File: src/hdl/exu_pkg.sv
// Shared widths, opcodes and payload structs for the execution stage slice.
// The RTL units name these types in their port lists and import the
// package in their bodies when they need the constants.

`default_nettype none

package exu_pkg;

  localparam int XLEN       = 32;
  localparam int RFIDX_W    = 5;
  localparam int RF_NUM     = 1 << RFIDX_W;
  localparam int OITF_DEPTH = 2;
  localparam int ITAG_W     = 1;    // Wide enough to index the OITF

  // Decoded operation classes
  typedef enum logic [2:0] {
    OP_ADD  = 3'd0,
    OP_SUB  = 3'd1,
    OP_XOR  = 3'd2,
    OP_OR   = 3'd3,
    OP_ADDI = 3'd4,
    OP_LOAD = 3'd5
  } alu_op_e;

  typedef struct packed {
    alu_op_e            op;
    logic [RFIDX_W-1:0] rs1idx;
    logic [RFIDX_W-1:0] rs2idx;
    logic [RFIDX_W-1:0] rdidx;
    logic               rdwen;
    logic [XLEN-1:0]    imm;
  } disp_instr_t;

  typedef struct packed {
    alu_op_e            op;
    logic [XLEN-1:0]    rs1;
    logic [XLEN-1:0]    rs2;
    logic [XLEN-1:0]    imm;
    logic [RFIDX_W-1:0] rdidx;    // Zero when nothing is written
  } alu_req_t;

  typedef struct packed {
    logic [XLEN-1:0]   addr;
    logic [ITAG_W-1:0] itag;
  } lsu_req_t;

  typedef struct packed {
    logic [XLEN-1:0]   rdata;
    logic [ITAG_W-1:0] itag;
  } lsu_rsp_t;

  typedef struct packed {
    logic [RFIDX_W-1:0] rdidx;
    logic [XLEN-1:0]    wdat;
  } wbck_t;

  typedef struct packed {
    logic [RFIDX_W-1:0] rdidx;
    logic               rdwen;
  } oitf_ent_t;

endpackage

`default_nettype wire

File: src/hdl/exu_regfile.sv
// Integer register file, 32 entries of XLEN bits.
// Two combinational read ports and one write port fed by the final
// write-back arbiter. x0 has no storage and always reads as zero.

`timescale 1ns/1ps
`default_nettype none

module exu_regfile (
  input  wire                          i_clk,
  input  wire                          i_rst,
  input  wire  [exu_pkg::RFIDX_W-1:0]  i_rs1idx,
  input  wire  [exu_pkg::RFIDX_W-1:0]  i_rs2idx,
  output logic [exu_pkg::XLEN-1:0]     o_rs1,
  output logic [exu_pkg::XLEN-1:0]     o_rs2,
  input  wire                          i_wbck_valid,
  input  wire  exu_pkg::wbck_t         i_wbck
);
  import exu_pkg::*;

  logic [XLEN-1:0] rf_q [1:RF_NUM-1];   // x1 .. x31

  always_ff @(posedge i_clk) begin
    if (i_rst) begin
      for (int i = 1; i < RF_NUM; i++) begin
        rf_q[i] <= '0;
      end
    end else if (i_wbck_valid && (i_wbck.rdidx != '0)) begin
      rf_q[i_wbck.rdidx] <= i_wbck.wdat;
    end
  end

  assign o_rs1 = (i_rs1idx == '0) ? '0 : rf_q[i_rs1idx];
  assign o_rs2 = (i_rs2idx == '0) ? '0 : rf_q[i_rs2idx];

  // The arbiter drops x0 writes before they get here
  a_no_x0_write : assert property (
    @(posedge i_clk) disable iff (i_rst)
    i_wbck_valid |-> (i_wbck.rdidx != '0)
  );

endmodule

`default_nettype wire

File: src/hdl/exu_disp.sv
// Dispatch stage. Takes one decoded instruction at a time, reads its
// operands and sends it either to the ALU or out to the load unit.
// Loads are recorded in the OITF on the edge the load unit takes them.
// Ready is held low while a hazard, a full OITF or a busy target blocks.

`timescale 1ns/1ps
`default_nettype none

module exu_disp (
  input  wire                          i_clk,
  input  wire                          i_rst,
  input  wire                          i_instr_valid,
  output logic                         o_instr_ready,
  input  wire  exu_pkg::disp_instr_t   i_instr,
  output logic [exu_pkg::RFIDX_W-1:0]  o_rs1idx,
  output logic [exu_pkg::RFIDX_W-1:0]  o_rs2idx,
  input  wire  [exu_pkg::XLEN-1:0]     i_rs1,
  input  wire  [exu_pkg::XLEN-1:0]     i_rs2,
  output logic                         o_alu_valid,
  input  wire                          i_alu_ready,
  output exu_pkg::alu_req_t            o_alu_req,
  output logic                         o_lsu_req_valid,
  input  wire                          i_lsu_req_ready,
  output exu_pkg::lsu_req_t            o_lsu_req,
  output logic                         o_oitf_alloc,
  output exu_pkg::oitf_ent_t           o_oitf_ent,
  input  wire  [exu_pkg::ITAG_W-1:0]   i_oitf_ptr,
  input  wire                          i_oitf_full,
  input  wire                          i_oitf_dep
);
  import exu_pkg::*;

  logic disp_en_q;     // Low through reset and the cycle after
  logic is_load;
  logic hazard_free;

  always_ff @(posedge i_clk) begin
    if (i_rst) begin
      disp_en_q <= 1'b0;
    end else begin
      disp_en_q <= 1'b1;
    end
  end

  ////////////////////////////////////////////////////////////
  // Operand read and hazard check
  assign o_rs1idx    = i_instr.rs1idx;
  assign o_rs2idx    = i_instr.rs2idx;
  assign is_load     = (i_instr.op == OP_LOAD);
  assign hazard_free = disp_en_q & ~i_oitf_dep;

  ////////////////////////////////////////////////////////////
  // Steering
  assign o_alu_valid     = i_instr_valid & hazard_free & ~is_load;
  assign o_lsu_req_valid = i_instr_valid & hazard_free & is_load & ~i_oitf_full;

  assign o_instr_ready = hazard_free
                       & (is_load ? (~i_oitf_full & i_lsu_req_ready) : i_alu_ready);

  assign o_alu_req.op    = i_instr.op;
  assign o_alu_req.rs1   = i_rs1;
  assign o_alu_req.rs2   = i_rs2;
  assign o_alu_req.imm   = i_instr.imm;
  assign o_alu_req.rdidx = i_instr.rdwen ? i_instr.rdidx : '0;  // No write goes to x0

  // Load address and tag
  assign o_lsu_req.addr = i_rs1 + i_instr.imm;
  assign o_lsu_req.itag = i_oitf_ptr;        // Slot this load will occupy

  assign o_oitf_alloc     = o_lsu_req_valid & i_lsu_req_ready;
  assign o_oitf_ent.rdidx = i_instr.rdidx;
  assign o_oitf_ent.rdwen = i_instr.rdwen;

  a_no_alloc_full : assert property (
    @(posedge i_clk) disable iff (i_rst)
    o_oitf_alloc |-> !i_oitf_full
  );

endmodule

`default_nettype wire

File: src/hdl/exu_alu.sv
// Single-cycle ALU for the short integer operations.
// The result lands in an output register on the accept edge and is
// offered to the write-back arbiter until it is taken.

`timescale 1ns/1ps
`default_nettype none

module exu_alu (
  input  wire                      i_clk,
  input  wire                      i_rst,
  input  wire                      i_valid,
  output logic                     o_ready,
  input  wire  exu_pkg::alu_req_t  i_req,
  output logic                     o_wbck_valid,
  input  wire                      i_wbck_ready,
  output exu_pkg::wbck_t           o_wbck
);
  import exu_pkg::*;

  logic            valid_q;
  wbck_t           wbck_q;
  logic [XLEN-1:0] result;

  always_comb begin
    unique case (i_req.op)
      OP_ADD:  result = i_req.rs1 + i_req.rs2;
      OP_SUB:  result = i_req.rs1 - i_req.rs2;
      OP_XOR:  result = i_req.rs1 ^ i_req.rs2;
      OP_OR:   result = i_req.rs1 | i_req.rs2;
      OP_ADDI: result = i_req.rs1 + i_req.imm;
      default: result = '0;   // Loads never reach here
    endcase
  end

  // Empty, or emptying this cycle
  assign o_ready = ~valid_q | i_wbck_ready;

  always_ff @(posedge i_clk) begin
    if (i_rst) begin
      valid_q <= 1'b0;
    end else if (i_valid && o_ready) begin
      valid_q <= 1'b1;
    end else if (i_wbck_ready) begin
      valid_q <= 1'b0;
    end
  end

  always_ff @(posedge i_clk) begin
    if (i_valid && o_ready) begin
      wbck_q.rdidx <= i_req.rdidx;
      wbck_q.wdat  <= result;
    end
  end

  assign o_wbck_valid = valid_q;
  assign o_wbck       = wbck_q;

  // A result losing arbitration must wait unchanged
  a_hold_stalled : assert property (
    @(posedge i_clk) disable iff (i_rst)
    (o_wbck_valid && !i_wbck_ready) |=> (o_wbck_valid && $stable(o_wbck))
  );

endmodule

`default_nettype wire

File: src/hdl/exu_oitf.sv
// Outstanding instruction tracking FIFO for loads in flight.
// Dispatch allocates at the tail when a load leaves, the long-pipe
// write-back retires the head when its response is written.
// Every live entry's rd is compared with the instruction at dispatch.

`timescale 1ns/1ps
`default_nettype none

module exu_oitf (
  input  wire                          i_clk,
  input  wire                          i_rst,
  input  wire                          i_alloc,
  input  wire  exu_pkg::oitf_ent_t     i_ent,
  output logic [exu_pkg::ITAG_W-1:0]   o_alloc_ptr,
  output logic                         o_full,
  output logic                         o_empty,
  input  wire                          i_ret,
  output logic [exu_pkg::ITAG_W-1:0]   o_ret_ptr,
  output exu_pkg::oitf_ent_t           o_ret_ent,
  input  wire  [exu_pkg::RFIDX_W-1:0]  i_rs1idx,
  input  wire  [exu_pkg::RFIDX_W-1:0]  i_rs2idx,
  input  wire  [exu_pkg::RFIDX_W-1:0]  i_rdidx,
  output logic                         o_dep
);
  import exu_pkg::*;

  logic [ITAG_W-1:0]     alloc_ptr_q;
  logic [ITAG_W-1:0]     ret_ptr_q;
  logic                  alloc_wrap_q;
  logic                  ret_wrap_q;
  logic [OITF_DEPTH-1:0] vld_q;
  oitf_ent_t             ent_q [OITF_DEPTH];
  logic [OITF_DEPTH-1:0] dep_hit;

  // Next {wrap, ptr} for a circular pointer
  function automatic logic [ITAG_W:0] ptr_inc(input logic wrap, input logic [ITAG_W-1:0] ptr);
    if (ptr == ITAG_W'(OITF_DEPTH - 1)) begin
      return {~wrap, {ITAG_W{1'b0}}};
    end
    return {wrap, ptr + 1'b1};
  endfunction

  ////////////////////////////////////////////////////////////
  // Pointers and valid bits
  always_ff @(posedge i_clk) begin
    if (i_rst) begin
      {alloc_wrap_q, alloc_ptr_q} <= '0;
      {ret_wrap_q, ret_ptr_q}     <= '0;
      vld_q                       <= '0;
    end else begin
      if (i_alloc) {alloc_wrap_q, alloc_ptr_q} <= ptr_inc(alloc_wrap_q, alloc_ptr_q);
      if (i_ret)   {ret_wrap_q, ret_ptr_q}     <= ptr_inc(ret_wrap_q, ret_ptr_q);
      for (int i = 0; i < OITF_DEPTH; i++) begin
        if (i_alloc && (alloc_ptr_q == ITAG_W'(i))) begin
          vld_q[i] <= 1'b1;
        end else if (i_ret && (ret_ptr_q == ITAG_W'(i))) begin
          vld_q[i] <= 1'b0;
        end
      end
    end
  end

  always_ff @(posedge i_clk) begin
    if (i_alloc) ent_q[alloc_ptr_q] <= i_ent;
  end

  // Same slot, wrap flags tell full from empty
  assign o_full      = (alloc_ptr_q == ret_ptr_q) & (alloc_wrap_q != ret_wrap_q);
  assign o_empty     = (alloc_ptr_q == ret_ptr_q) & (alloc_wrap_q == ret_wrap_q);
  assign o_alloc_ptr = alloc_ptr_q;
  assign o_ret_ptr   = ret_ptr_q;
  assign o_ret_ent   = ent_q[ret_ptr_q];

  ////////////////////////////////////////////////////////////
  // Dependency match, x0 never matches
  always_comb begin
    for (int i = 0; i < OITF_DEPTH; i++) begin
      dep_hit[i] = vld_q[i] & ent_q[i].rdwen
                 & (((i_rs1idx != '0) & (i_rs1idx == ent_q[i].rdidx))
                 |  ((i_rs2idx != '0) & (i_rs2idx == ent_q[i].rdidx))
                 |  ((i_rdidx  != '0) & (i_rdidx  == ent_q[i].rdidx)));
    end
  end

  assign o_dep = |dep_hit;

  a_no_ret_empty : assert property (
    @(posedge i_clk) disable iff (i_rst)
    i_ret |-> !o_empty
  );

endmodule

`default_nettype wire

File: src/hdl/exu_longpwbck.sv
// Long-pipe write-back for load responses.
// Responses come back in issue order, so each one belongs to the OITF
// head. Its rd comes from that entry and the entry retires on accept.

`timescale 1ns/1ps
`default_nettype none

module exu_longpwbck (
  input  wire                         i_clk,
  input  wire                         i_rst,
  input  wire                         i_rsp_valid,
  output logic                        o_rsp_ready,
  input  wire  exu_pkg::lsu_rsp_t     i_rsp,
  input  wire  [exu_pkg::ITAG_W-1:0]  i_ret_ptr,
  input  wire  exu_pkg::oitf_ent_t    i_ret_ent,
  input  wire                         i_oitf_empty,
  output logic                        o_ret,
  output logic                        o_wbck_valid,
  input  wire                         i_wbck_ready,
  output exu_pkg::wbck_t              o_wbck
);

  assign o_wbck_valid = i_rsp_valid;
  assign o_rsp_ready  = i_wbck_ready;      // Taken when the arbiter takes it

  assign o_wbck.rdidx = i_ret_ent.rdwen ? i_ret_ent.rdidx : '0;
  assign o_wbck.wdat  = i_rsp.rdata;

  // Retire the head on the write-back edge
  assign o_ret = i_rsp_valid & i_wbck_ready & ~i_oitf_empty;

  // In-order return, so the tag must name the head
  a_rsp_matches_head : assert property (
    @(posedge i_clk) disable iff (i_rst)
    i_rsp_valid |-> (!i_oitf_empty && (i_rsp.itag == i_ret_ptr))
  );

endmodule

`default_nettype wire

File: src/hdl/exu_wbck.sv
// Final write-back arbiter in front of the register file write port.
// Fixed priority with the long pipe first, since a load response cannot
// be replayed cheaply and the ALU simply holds its result.
// Items for x0 are accepted and then dropped.

`timescale 1ns/1ps
`default_nettype none

module exu_wbck (
  input  wire                     i_alu_valid,
  output logic                    o_alu_ready,
  input  wire  exu_pkg::wbck_t    i_alu,
  input  wire                     i_longp_valid,
  output logic                    o_longp_ready,
  input  wire  exu_pkg::wbck_t    i_longp,
  output logic                    o_rf_valid,
  output exu_pkg::wbck_t          o_rf_wbck
);

  logic longp_grant;
  logic any_valid;

  assign longp_grant   = i_longp_valid;
  assign o_longp_ready = 1'b1;              // Top priority, always granted
  assign o_alu_ready   = ~longp_grant;      // ALU waits behind a load

  assign any_valid = i_longp_valid | i_alu_valid;
  assign o_rf_wbck = longp_grant ? i_longp : i_alu;

  // Suppress the write for x0
  assign o_rf_valid = any_valid & (o_rf_wbck.rdidx != '0);

endmodule

`default_nettype wire

File: src/hdl/exu_top.sv
// Execution stage top. Wires dispatch, register file, ALU, OITF,
// long-pipe write-back and the final arbiter together.
// Decoded instructions come in, loads go out to an external load unit
// and every register write is visible on the write-back port.

`timescale 1ns/1ps
`default_nettype none

module exu_top (
  input  wire                          i_clk,
  input  wire                          i_rst,
  input  wire                          i_instr_valid,
  output logic                         o_instr_ready,
  input  wire  exu_pkg::disp_instr_t   i_instr,
  output logic                         o_lsu_req_valid,
  input  wire                          i_lsu_req_ready,
  output exu_pkg::lsu_req_t            o_lsu_req,
  input  wire                          i_lsu_rsp_valid,
  output logic                         o_lsu_rsp_ready,
  input  wire  exu_pkg::lsu_rsp_t      i_lsu_rsp,
  output logic                         o_rf_wbck_valid,
  output exu_pkg::wbck_t               o_rf_wbck,
  output logic                         o_oitf_empty,
  output logic                         o_exu_active
);
  import exu_pkg::*;

  ////////////////////////////////////////////////////////////
  // Internal links
  logic [RFIDX_W-1:0] rs1idx;
  logic [RFIDX_W-1:0] rs2idx;
  logic [XLEN-1:0]    rf_rs1;
  logic [XLEN-1:0]    rf_rs2;

  logic     alu_valid;
  logic     alu_ready;
  alu_req_t alu_req;

  logic              oitf_alloc;
  oitf_ent_t         oitf_ent;
  logic [ITAG_W-1:0] oitf_ptr;
  logic              oitf_full;
  logic              oitf_dep;
  logic              oitf_ret;
  logic [ITAG_W-1:0] oitf_ret_ptr;
  oitf_ent_t         oitf_ret_ent;

  logic  alu_wbck_valid;
  logic  alu_wbck_ready;
  wbck_t alu_wbck;
  logic  longp_wbck_valid;
  logic  longp_wbck_ready;
  wbck_t longp_wbck;

  exu_regfile u_regfile (
    .i_clk        (i_clk),
    .i_rst        (i_rst),
    .i_rs1idx     (rs1idx),
    .i_rs2idx     (rs2idx),
    .o_rs1        (rf_rs1),
    .o_rs2        (rf_rs2),
    .i_wbck_valid (o_rf_wbck_valid),
    .i_wbck       (o_rf_wbck)
  );

  exu_disp u_disp (
    .i_clk           (i_clk),
    .i_rst           (i_rst),
    .i_instr_valid   (i_instr_valid),
    .o_instr_ready   (o_instr_ready),
    .i_instr         (i_instr),
    .o_rs1idx        (rs1idx),
    .o_rs2idx        (rs2idx),
    .i_rs1           (rf_rs1),
    .i_rs2           (rf_rs2),
    .o_alu_valid     (alu_valid),
    .i_alu_ready     (alu_ready),
    .o_alu_req       (alu_req),
    .o_lsu_req_valid (o_lsu_req_valid),
    .i_lsu_req_ready (i_lsu_req_ready),
    .o_lsu_req       (o_lsu_req),
    .o_oitf_alloc    (oitf_alloc),
    .o_oitf_ent      (oitf_ent),
    .i_oitf_ptr      (oitf_ptr),
    .i_oitf_full     (oitf_full),
    .i_oitf_dep      (oitf_dep)
  );

  exu_alu u_alu (
    .i_clk        (i_clk),
    .i_rst        (i_rst),
    .i_valid      (alu_valid),
    .o_ready      (alu_ready),
    .i_req        (alu_req),
    .o_wbck_valid (alu_wbck_valid),
    .i_wbck_ready (alu_wbck_ready),
    .o_wbck       (alu_wbck)
  );

  exu_oitf u_oitf (
    .i_clk       (i_clk),
    .i_rst       (i_rst),
    .i_alloc     (oitf_alloc),
    .i_ent       (oitf_ent),
    .o_alloc_ptr (oitf_ptr),
    .o_full      (oitf_full),
    .o_empty     (o_oitf_empty),
    .i_ret       (oitf_ret),
    .o_ret_ptr   (oitf_ret_ptr),
    .o_ret_ent   (oitf_ret_ent),
    .i_rs1idx    (rs1idx),
    .i_rs2idx    (rs2idx),
    .i_rdidx     (oitf_ent.rdidx),   // Dispatch rd for the WAW check
    .o_dep       (oitf_dep)
  );

  exu_longpwbck u_longpwbck (
    .i_clk        (i_clk),
    .i_rst        (i_rst),
    .i_rsp_valid  (i_lsu_rsp_valid),
    .o_rsp_ready  (o_lsu_rsp_ready),
    .i_rsp        (i_lsu_rsp),
    .i_ret_ptr    (oitf_ret_ptr),
    .i_ret_ent    (oitf_ret_ent),
    .i_oitf_empty (o_oitf_empty),
    .o_ret        (oitf_ret),
    .o_wbck_valid (longp_wbck_valid),
    .i_wbck_ready (longp_wbck_ready),
    .o_wbck       (longp_wbck)
  );

  exu_wbck u_wbck (
    .i_alu_valid   (alu_wbck_valid),
    .o_alu_ready   (alu_wbck_ready),
    .i_alu         (alu_wbck),
    .i_longp_valid (longp_wbck_valid),
    .o_longp_ready (longp_wbck_ready),
    .i_longp       (longp_wbck),
    .o_rf_valid    (o_rf_wbck_valid),
    .o_rf_wbck     (o_rf_wbck)
  );

  // Work pending anywhere in the stage
  assign o_exu_active = ~o_oitf_empty | alu_wbck_valid | i_instr_valid;

endmodule

`default_nettype wire

File: config.mk
export PLATFORM = sky130hd
export DESIGN_NAME = exu_top
export DESIGN_NICKNAME = d
export VERILOG_FILES = /design/src/hdl/exu_pkg.sv /design/src/hdl/exu_regfile.sv /design/src/hdl/exu_disp.sv /design/src/hdl/exu_alu.sv /design/src/hdl/exu_oitf.sv /design/src/hdl/exu_longpwbck.sv /design/src/hdl/exu_wbck.sv /design/src/hdl/exu_top.sv
export SDC_FILE = /design/constraint.sdc
export NUM_CORES = 2
export LEC_CHECK = 0
export BUFFER_PORTS_ARGS = -buffer_cell sky130_fd_sc_hd__buf_2
export CAP_MARGIN = 20
export CELL_PAD_IN_SITES_DETAIL_PLACEMENT = 1
export CELL_PAD_IN_SITES_GLOBAL_PLACEMENT = 1
export CORE_ASPECT_RATIO = 1.5
export CORE_MARGIN = 3
export CORE_UTILIZATION = 47
export DETAILED_ROUTE_END_ITERATION = 10
export PLACE_DENSITY_LB_ADDON = 0.08
export SLEW_MARGIN = 20
export SYNTH_ARGS = -nofsm -noshare
export SYNTH_HDL_FRONTEND = slang
export SYNTH_HIERARCHICAL = 1
export SYNTH_SLANG_ARGS = --single-unit
File: constraint.sdc
create_clock -name i_clk -period 6.5 [get_ports i_clk]
set_input_delay 0.325 -clock i_clk [delete_from_list [all_inputs] [get_ports i_clk]]
set_output_delay 0.325 -clock i_clk [all_outputs]
set_load 0.05 [all_outputs]
Word-level counts from Yosys, hierarchy flattened
Memories as Yosys holds them, arrays and structs flattened. A register that Yosys moved wholly into a read port is not among the register bits.
Cells that the tools add are included.
Widths: inputs -> output; s select.

cells by class
  $add $sub $neg = 5
  $mul = 0
  div/mod/pow operators = 0
  order comparisons = 0
  equality and inequality tests = 15
  shift-type cells = 0
  muxes and demuxes = 35
  bitwise logic cells = 42
  reduce and logical (&&, ||, !) cells = 19

operator list
  kind                count
  $pmux 32 s5         1
  $mux 32             3
  $add 32x32->32      2
  $mux 37             1
  $or 32x32->32       1
  $reduce_or 32->1    1
  $sub 32x32->32      1
  $xor 32x32->32      1
  $eq 5x5->1          6
  $mux 1              26
  $and 1x1->1         22
  $reduce_bool 5->1   4
  $logic_not 5->1     2
  $mux 5              2
  $not 1->1           10
  $or 1x1->1          8
  $eq 3x2->1 const B  2
  $eq 3x3->1 const B  2
  $logic_and 1x1->1   6
  $mux 2              2
  $reduce_and 2->1    2
  $reduce_bool 2->1   2
  $eq 3x1->1 const B  1
  $logic_not 3->1     1
  5 further kinds     7

storage, ports and cells
  flip-flop bits (word level) = 45
  bits in latches = 0
  RAM bits = 1004
  bits in read-only memories = 0
  input bits = 89
  output and inout bits = 76
  word-level logic and storage cells = 128
  memories kept = 2

memories
  name            words  width  read ports  clocked after memory_dff  wr ports  line               text
  u_regfile.rf_q  31     32     2           0                         31        exu_regfile.sv:20  logic [XLEN-1:0] rf_q [1:RF_NUM-1];
  u_oitf.ent_q    2      6      3           1                         1         exu_oitf.sv:32     oitf_ent_t ent_q [OITF_DEPTH];

Depth between registers and ports, before layout
An unclocked memory read counts as a cell.

  word-level depth = 16
  mapped depth = 31
  gate-level depth less buffers = 23

Hierarchy
The synthesis kept the hierarchy.

modules (own cells, without submodules)
  module         instances  cells each  area each (um2)  sequential area each (um2)
  exu_regfile    1          3765        54631.1          30749.5
  exu_alu        1          680         5218.8           1131.1
  exu_disp       1          365         2710.1           20.0
  exu_oitf       1          101         1107.3           500.5
  exu_wbck       1          46          476.7            0.0
  exu_longpwbck  1          40          295.3            0.0
  exu_top        1          1           8.8              0.0

Worst setup path after synthesis
No wires, ideal clock.

  kind = input-to-reg
  from = in i_instr[40] (netlist name)
  to = reg u_alu.wbck_q (netlist bit u_alu/o_wbck[31]), data pin
  library setup time = 0.279 ns
  arrival time = 5.427 ns
  data required time = 6.221 ns
  path slack = 0.794 ns
  stages on the path = 27
  buffers on the path = 6
  path through = buf_4 > buf_2 > buf_2 > clkbuf_1 > mux4_2 > a22o_1 > a2111oi_0 > nor3_1 > buf_4 > inv_1 > ha_1 > nand4_2 > nor2_2 > nand2_2 > or2_1 > buf_6 > or4_4 > nor2_2 > nor3_1 > a221o_1 > ha_1 > a21o_1 > or3_1 > a31o_1 > a41oi_1 > xnor2_1 > o22ai_1

on the way
  word-level cells in the longest chain between the ends = 4
  elaborated cells on any way between the ends = 8
  those cells by class = add/sub (2); mux (2); bitwise (2); reduce/logical (1); memory (1)

RTL lines
  item                                              line                          text
  start, declared                                   exu_top.sv:14                 input wire exu_pkg::disp_instr_t i_instr,
  $mem_v2 31x32 or $logic_not 5->1 (tied branches)  n/a
  $mux 32 *                                         exu_regfile.sv:33             assign o_rs2 = (i_rs2idx == '0) ? '0 : rf_q[i_rs2idx];
  named net rf_rs2[1]                               exu_top.sv:33                 logic [XLEN-1:0] rf_rs2;
  $sub 32x32->32 or $add 32x32->32 (tied branches)  exu_alu.sv:27, exu_alu.sv:26
  $pmux 32 s5 *                                     exu_alu.sv:25                 unique case (i_req.op)
  named net u_alu.result[31]                        exu_alu.sv:22                 logic [XLEN-1:0] result;
  end, declared                                     exu_alu.sv:21                 wbck_t wbck_q;

The timed path passes the listed nets; every way through them passes the cells marked *.
A chain may end at the register's enable or synchronous reset.

==> impl_table.tex <==
\begin{tabular}{lr}
\hline
Metric & Value \\
\hline
\multicolumn{2}{l}{\textbf{Status}} \\
\quad Status & finished clean \\
\multicolumn{2}{l}{\textbf{Synth}} \\
\quad Distinct cell type count after synthesis & 104 \\
\quad Leading cell types by total area after synthesis & sky130\_fd\_sc\_hd\_\_edfxtp\_1 50\%, sky130\_fd\_sc\_hd\_\_mux4\_2 12\%, sky130\_fd\_sc\_hd\_\_and2\_1 9.8\% \\
\quad Most used flip-flop cell after synthesis & sky130\_fd\_sc\_hd\_\_edfxtp\_1 \\
\quad Seq/Total Area, Yosys & 50.3\% \\
\quad Cells after synthesis & 4,998 \\
\quad Yosys warning count & 6 \\
\quad Summed instance area of the synthesized netlist & 64,400 um2 \\
\quad Mapped Avg Cell Area & 12.9 um2 \\
\quad Synthesized flop and latch total & 1,082 \\
\quad Share of async-settable or async-resettable flops after synthesis & 0\% \\
\quad Cell taking the most area after synthesis & sky130\_fd\_sc\_hd\_\_edfxtp\_1 \\
\quad Post-synth EDFFs & 1,073 \\
\quad Share of the synthesized area in the top cell type & 50.0\% \\
\multicolumn{2}{l}{\textbf{Detailed routing}} \\
\quad Total number of vias & 45.8k \\
\quad Final wirelength & 245,000 um \\
\quad Number of nets with antenna violations after routing & 0 \\
\quad First drt pass iteration count & 6 \\
\quad Average vias per placed instance & 6.58 \\
\quad Number of design-rule violations left by the first detailed-router iteration & 4,158 \\
\quad Average routed wire per standard cell & 35.2 um \\
\quad Residual DRC & 0 \\
\multicolumn{2}{l}{\textbf{GRT}} \\
\quad Remaining Overflow, GRT & 0 \\
\quad Global-route wire length before repair & 345,000 um \\
\quad Pin count of the biggest net entering global routing & 74 \\
\quad Number of antenna violations at the first check in global routing & 15 \\
\quad Global-route total usage across every layer & 34.3\% \\
\quad Via count of the first global-routing pass & 48.5k \\
\multicolumn{2}{l}{\textbf{CTS}} \\
\quad Number of post-CTS setup repair buffers & 0 \\
\quad CTS Root Buffer Type & sky130\_fd\_sc\_hd\_\_clkbuf\_16 \\
\quad Maximum buffer depth of the clock tree & 3 \\
\quad CTS clock-pin slew for the worst setup and hold paths & 0.06 ns \\
\quad Level count of the clock H-tree & 3 \\
\quad Clk sink count & 1,082 \\
\quad Number of clock buffers inserted by TritonCTS & 110 \\
\quad Clk\_lat worst skew & 0.72 ns \\
\quad TritonCTS clock tree & done \\
\multicolumn{2}{l}{\textbf{Power and ir drop}} \\
\quad Switching pwr & 5.55 mW \\
\quad Share of total power consumed by net switching & 30.1\% \\
\quad Internal power & 12.9 mW \\
\quad Power density normalized to cell area & 258 nW/um2 \\
\quad Overall power after layout & 18.4 mW \\
\quad Clock network power share & 33.9\% \\
\quad Worst ir drop on vdd & 0.222 mV \\
\quad Relative contribution of combinational cells to total power & 22.0\% \\
\quad Sequential cell fraction of total power & 44.2\% \\
\quad Static leakage & 27.2 nW \\
\multicolumn{2}{l}{\textbf{Die}} \\
\quad Effective utilization at floorplan & 47.6\% \\
\quad \# IOs & 165 \\
\quad Area of the die & 142,000 um2 \\
\quad Core ar. & 135,000 um2 \\
\quad Core Rows & 165 \\
\quad Horizontal die dimension & 308 um \\
\quad Chip Height & 460 um \\
\multicolumn{2}{l}{\textbf{Worst setup path}} \\
\quad Req. time, crit path & 7.10 ns \\
\quad Capturing element type of the critical path & flop \\
\quad Crit path cell chain & mux4\_2, a22o\_1, a2111oi\_0, buf\_4, nor3\_1, buf\_4, nor4\_4, nand4\_2, buf\_4, nor3\_1, nor3\_1, a221o\_1, ha\_1, nand2\_1, or3\_1, nor3\_1, o21ai\_1, a31oi\_2, buf\_4, a31oi\_1, mux2i\_1, a31oi\_1, o21ai\_1, buf\_4 \\
\quad Setup crit start kind & flop \\
\quad Most Frequent Cell on Critical Path & sky130\_fd\_sc\_hd\_\_buf\_4 \\
\quad Data arrival time of the worst path & 6.74 ns \\
\quad Cell at the slowest stage of the critical path & sky130\_fd\_sc\_hd\_\_a2111oi\_0 \\
\quad Launching instance or port of the critical path & u\_regfile/rf\_q[30][8]\$\_SDFFCE\_PN0P\_ \\
\quad Critical path start-end classification & reg2reg \\
\quad Worst stage delay on the critical path & 0.50 ns \\
\quad Reg2reg start & u\_regfile/rf\_q[30][8]\$\_SDFFCE\_PN0P\_ \\
\quad Maximum fanout encountered on the critical timing path & 5 \\
\multicolumn{2}{l}{\textbf{Hold path}} \\
\quad Worst hold-check path type & in2reg \\
\quad Hold Path Origin & i\_rst \\
\multicolumn{2}{l}{\textbf{Finish}} \\
\quad Net count, final & 5,294 \\
\quad Number of non-filler instances in the completed layout & 6,954 \\
\quad Post-route core utilization & 52.8\% \\
\quad Fraction of final layout cells sized beyond drive strength 1 & 24.3\% \\
\quad Layout Area Growth over Synthesis & 11.0\% \\
\multicolumn{2}{l}{\textbf{Timing}} \\
\quad Hold Vio Cnt, Final & 0 \\
\quad Unrepaired setup endpoints after global routing & false \\
\quad Time the final worst path needs with I/O delays and setup & 6.14 ns \\
\quad Worst-case clock skew & 0.0308 ns \\
\quad Tcrit/Tclk final & 94.4\% \\
\quad Final Max Slew Viols & 0 \\
\quad Least setup slack across all paths after layout & 0.361 ns \\
\quad Max-Slew Margin vs Limit & 19.9\% \\
\quad Final setup viols & 0 \\
\quad Maximum frequency from static timing analysis & 163 MHz \\
\quad Worst-margin pin slew & 1.19 ns \\
\quad Final-layout worst hold slack & 0.116 ns \\
\multicolumn{2}{l}{\textbf{Place}} \\
\quad Post-placement worst setup slack & -0.227 ns \\
\quad Placed cell count & 6,733 \\
\quad Final RePlAce weighted congestion & 0.925 \\
\quad HPWL after DPL & 164,000 um \\
\quad Port Buf Inserts & 162 \\
\multicolumn{2}{l}{\textbf{Flow run}} \\
\quad Maxcap violations & 0 \\
\hline
\end{tabular}
## critical path, delay by kind of cell, from the launching register on
family	cells	cell delay, ns
compound gates	8	1.91
buf+inv	5	1.02
simple gates	8	1.66
flops	1	0.41
mux	2	0.70
fa+ha+maj	1	0.30
## power by group through the flow
stage / combinational, mW / sequential, mW / clock [mW]
final: 4.05 / 8.14 / 6.24
after CTS: 4.01 / 8.13 / 6.30
after global routing: 4.27 / 8.16 / 6.57
after floorplan: 2.58 / 8.19 / 0
after global placement: 3.93 / 8.26 / 0
after detailed placement: 3.99 / 8.28 / 0
## what timing repair did
action | 4_1_cts | 5_1_grt
endpoints found under the hold margin | 18 | 0
hold buffers | 7 | 0
setup endpoints to repair | 0 | 1
resized for setup | 0 | 1
## state kept, by name (all words and copies together), names as in the netlist, 2 cells and up, named ones only
signal          flops
u_oitf/vld_q        2
u_regfile/rf_q   1024
u_alu/o_wbck       37
u_oitf/ent_q       12
## per-stage QoR
| stage | TNS (ns) | cell area [um2] |
|---|---|---|
| final | 0 | 71500 |
| after global routing | 0 | 71500 |
| after CTS | 0 | 71500 |
| after detailed placement | -0.356 | 68000 |
| after global placement | -0.104 | 68000 |
| after floorplan | 0 | 64600 |
## cell families after synthesis
family                     after synthesis  share of synthesized area, %
AOI/OAI and AO/OA                      729                          7.91
xor gates and xnor gates                93                          1.26
adders and majority gates              106                          2.08
buffers and inverters                  693                          5.42
DFF                                   1082                          50.3
muxes                                  764                          18.9
other                                    2                        0.0117
and+or+nand+nor                       1529                          14.1
## final timing paths
kind | to | slack (ns) | cells after the start
setup / recovery | u_alu/o_wbck[29]$_DFFE_PP_ | 0.36 | 24
hold / removal | u_disp/disp_en_q$_DFF_P_ | 0.12 | 3
setup reg to reg | u_alu/o_wbck[29]$_DFFE_PP_ | 0.36 | 24
hold reg to reg | u_oitf/vld_q[1]$_SDFFE_PP0P_ | 0.49 | 2
## layout by cell type (no fill, tap or decap), drive strengths merged, types with 44 or more instances in the layout
cell type	n
edfxtp	1073
and2	1011
buf	554
mux4	356
mux2i	331
a21oi	145
clkbuf	139
nor2	129
o21ai	110
a22oi	106
ha	104
inv	92
nand2	83
mux2	77
o22ai	69
nor2b	65
a211oi	59
xnor2	58
nor3	56
a2111oi	56
a22o	51
nor4	44
## Yosys cell counts, types with 35 or more instances
| cell type | number |
|---|---|
| sky130_fd_sc_hd__clkbuf_1 | 334 |
| sky130_fd_sc_hd__mux4_2 | 356 |
| sky130_fd_sc_hd__ha_1 | 104 |
| sky130_fd_sc_hd__nor2b_1 | 64 |
| sky130_fd_sc_hd__o22ai_1 | 69 |
| sky130_fd_sc_hd__a22o_1 | 51 |
| sky130_fd_sc_hd__nor3_1 | 55 |
| sky130_fd_sc_hd__edfxtp_1 | 1073 |
| sky130_fd_sc_hd__xnor2_1 | 58 |
| sky130_fd_sc_hd__a22oi_1 | 106 |
| sky130_fd_sc_hd__inv_1 | 88 |
| sky130_fd_sc_hd__mux2_2 | 76 |
| sky130_fd_sc_hd__nor4_1 | 43 |
| sky130_fd_sc_hd__buf_2 | 62 |
| sky130_fd_sc_hd__mux2i_1 | 331 |
| sky130_fd_sc_hd__and2_1 | 1011 |
| sky130_fd_sc_hd__buf_4 | 172 |
| sky130_fd_sc_hd__nand2_1 | 82 |
| sky130_fd_sc_hd__o21ai_0 | 90 |
| sky130_fd_sc_hd__nor2_1 | 123 |
| sky130_fd_sc_hd__a21oi_1 | 144 |
| sky130_fd_sc_hd__xor2_1 | 35 |
| sky130_fd_sc_hd__a211oi_1 | 58 |
## routing by layer
layer / GRT usage, % / routed length [um]
met1: 38.9 / 87500
met2: 61.3 / 126000
met3: 5.83 / 17000
met4: 18.4 / 14300
met5: 0 / 54
## cell type report
cell class / count / area, um2
multi-input combinational: 3254 / 28900
clock buffer: 139 / 2880
inverter: 90 / 338
sequential: 1082 / 32400
tap: 1753 / 2190
fill: 13500 / 63900
clock inverter: 60 / 510
timing repair buffer: 561 / 4240
antenna: 15 / 37.5
Power figures use the tool's default switching activity.
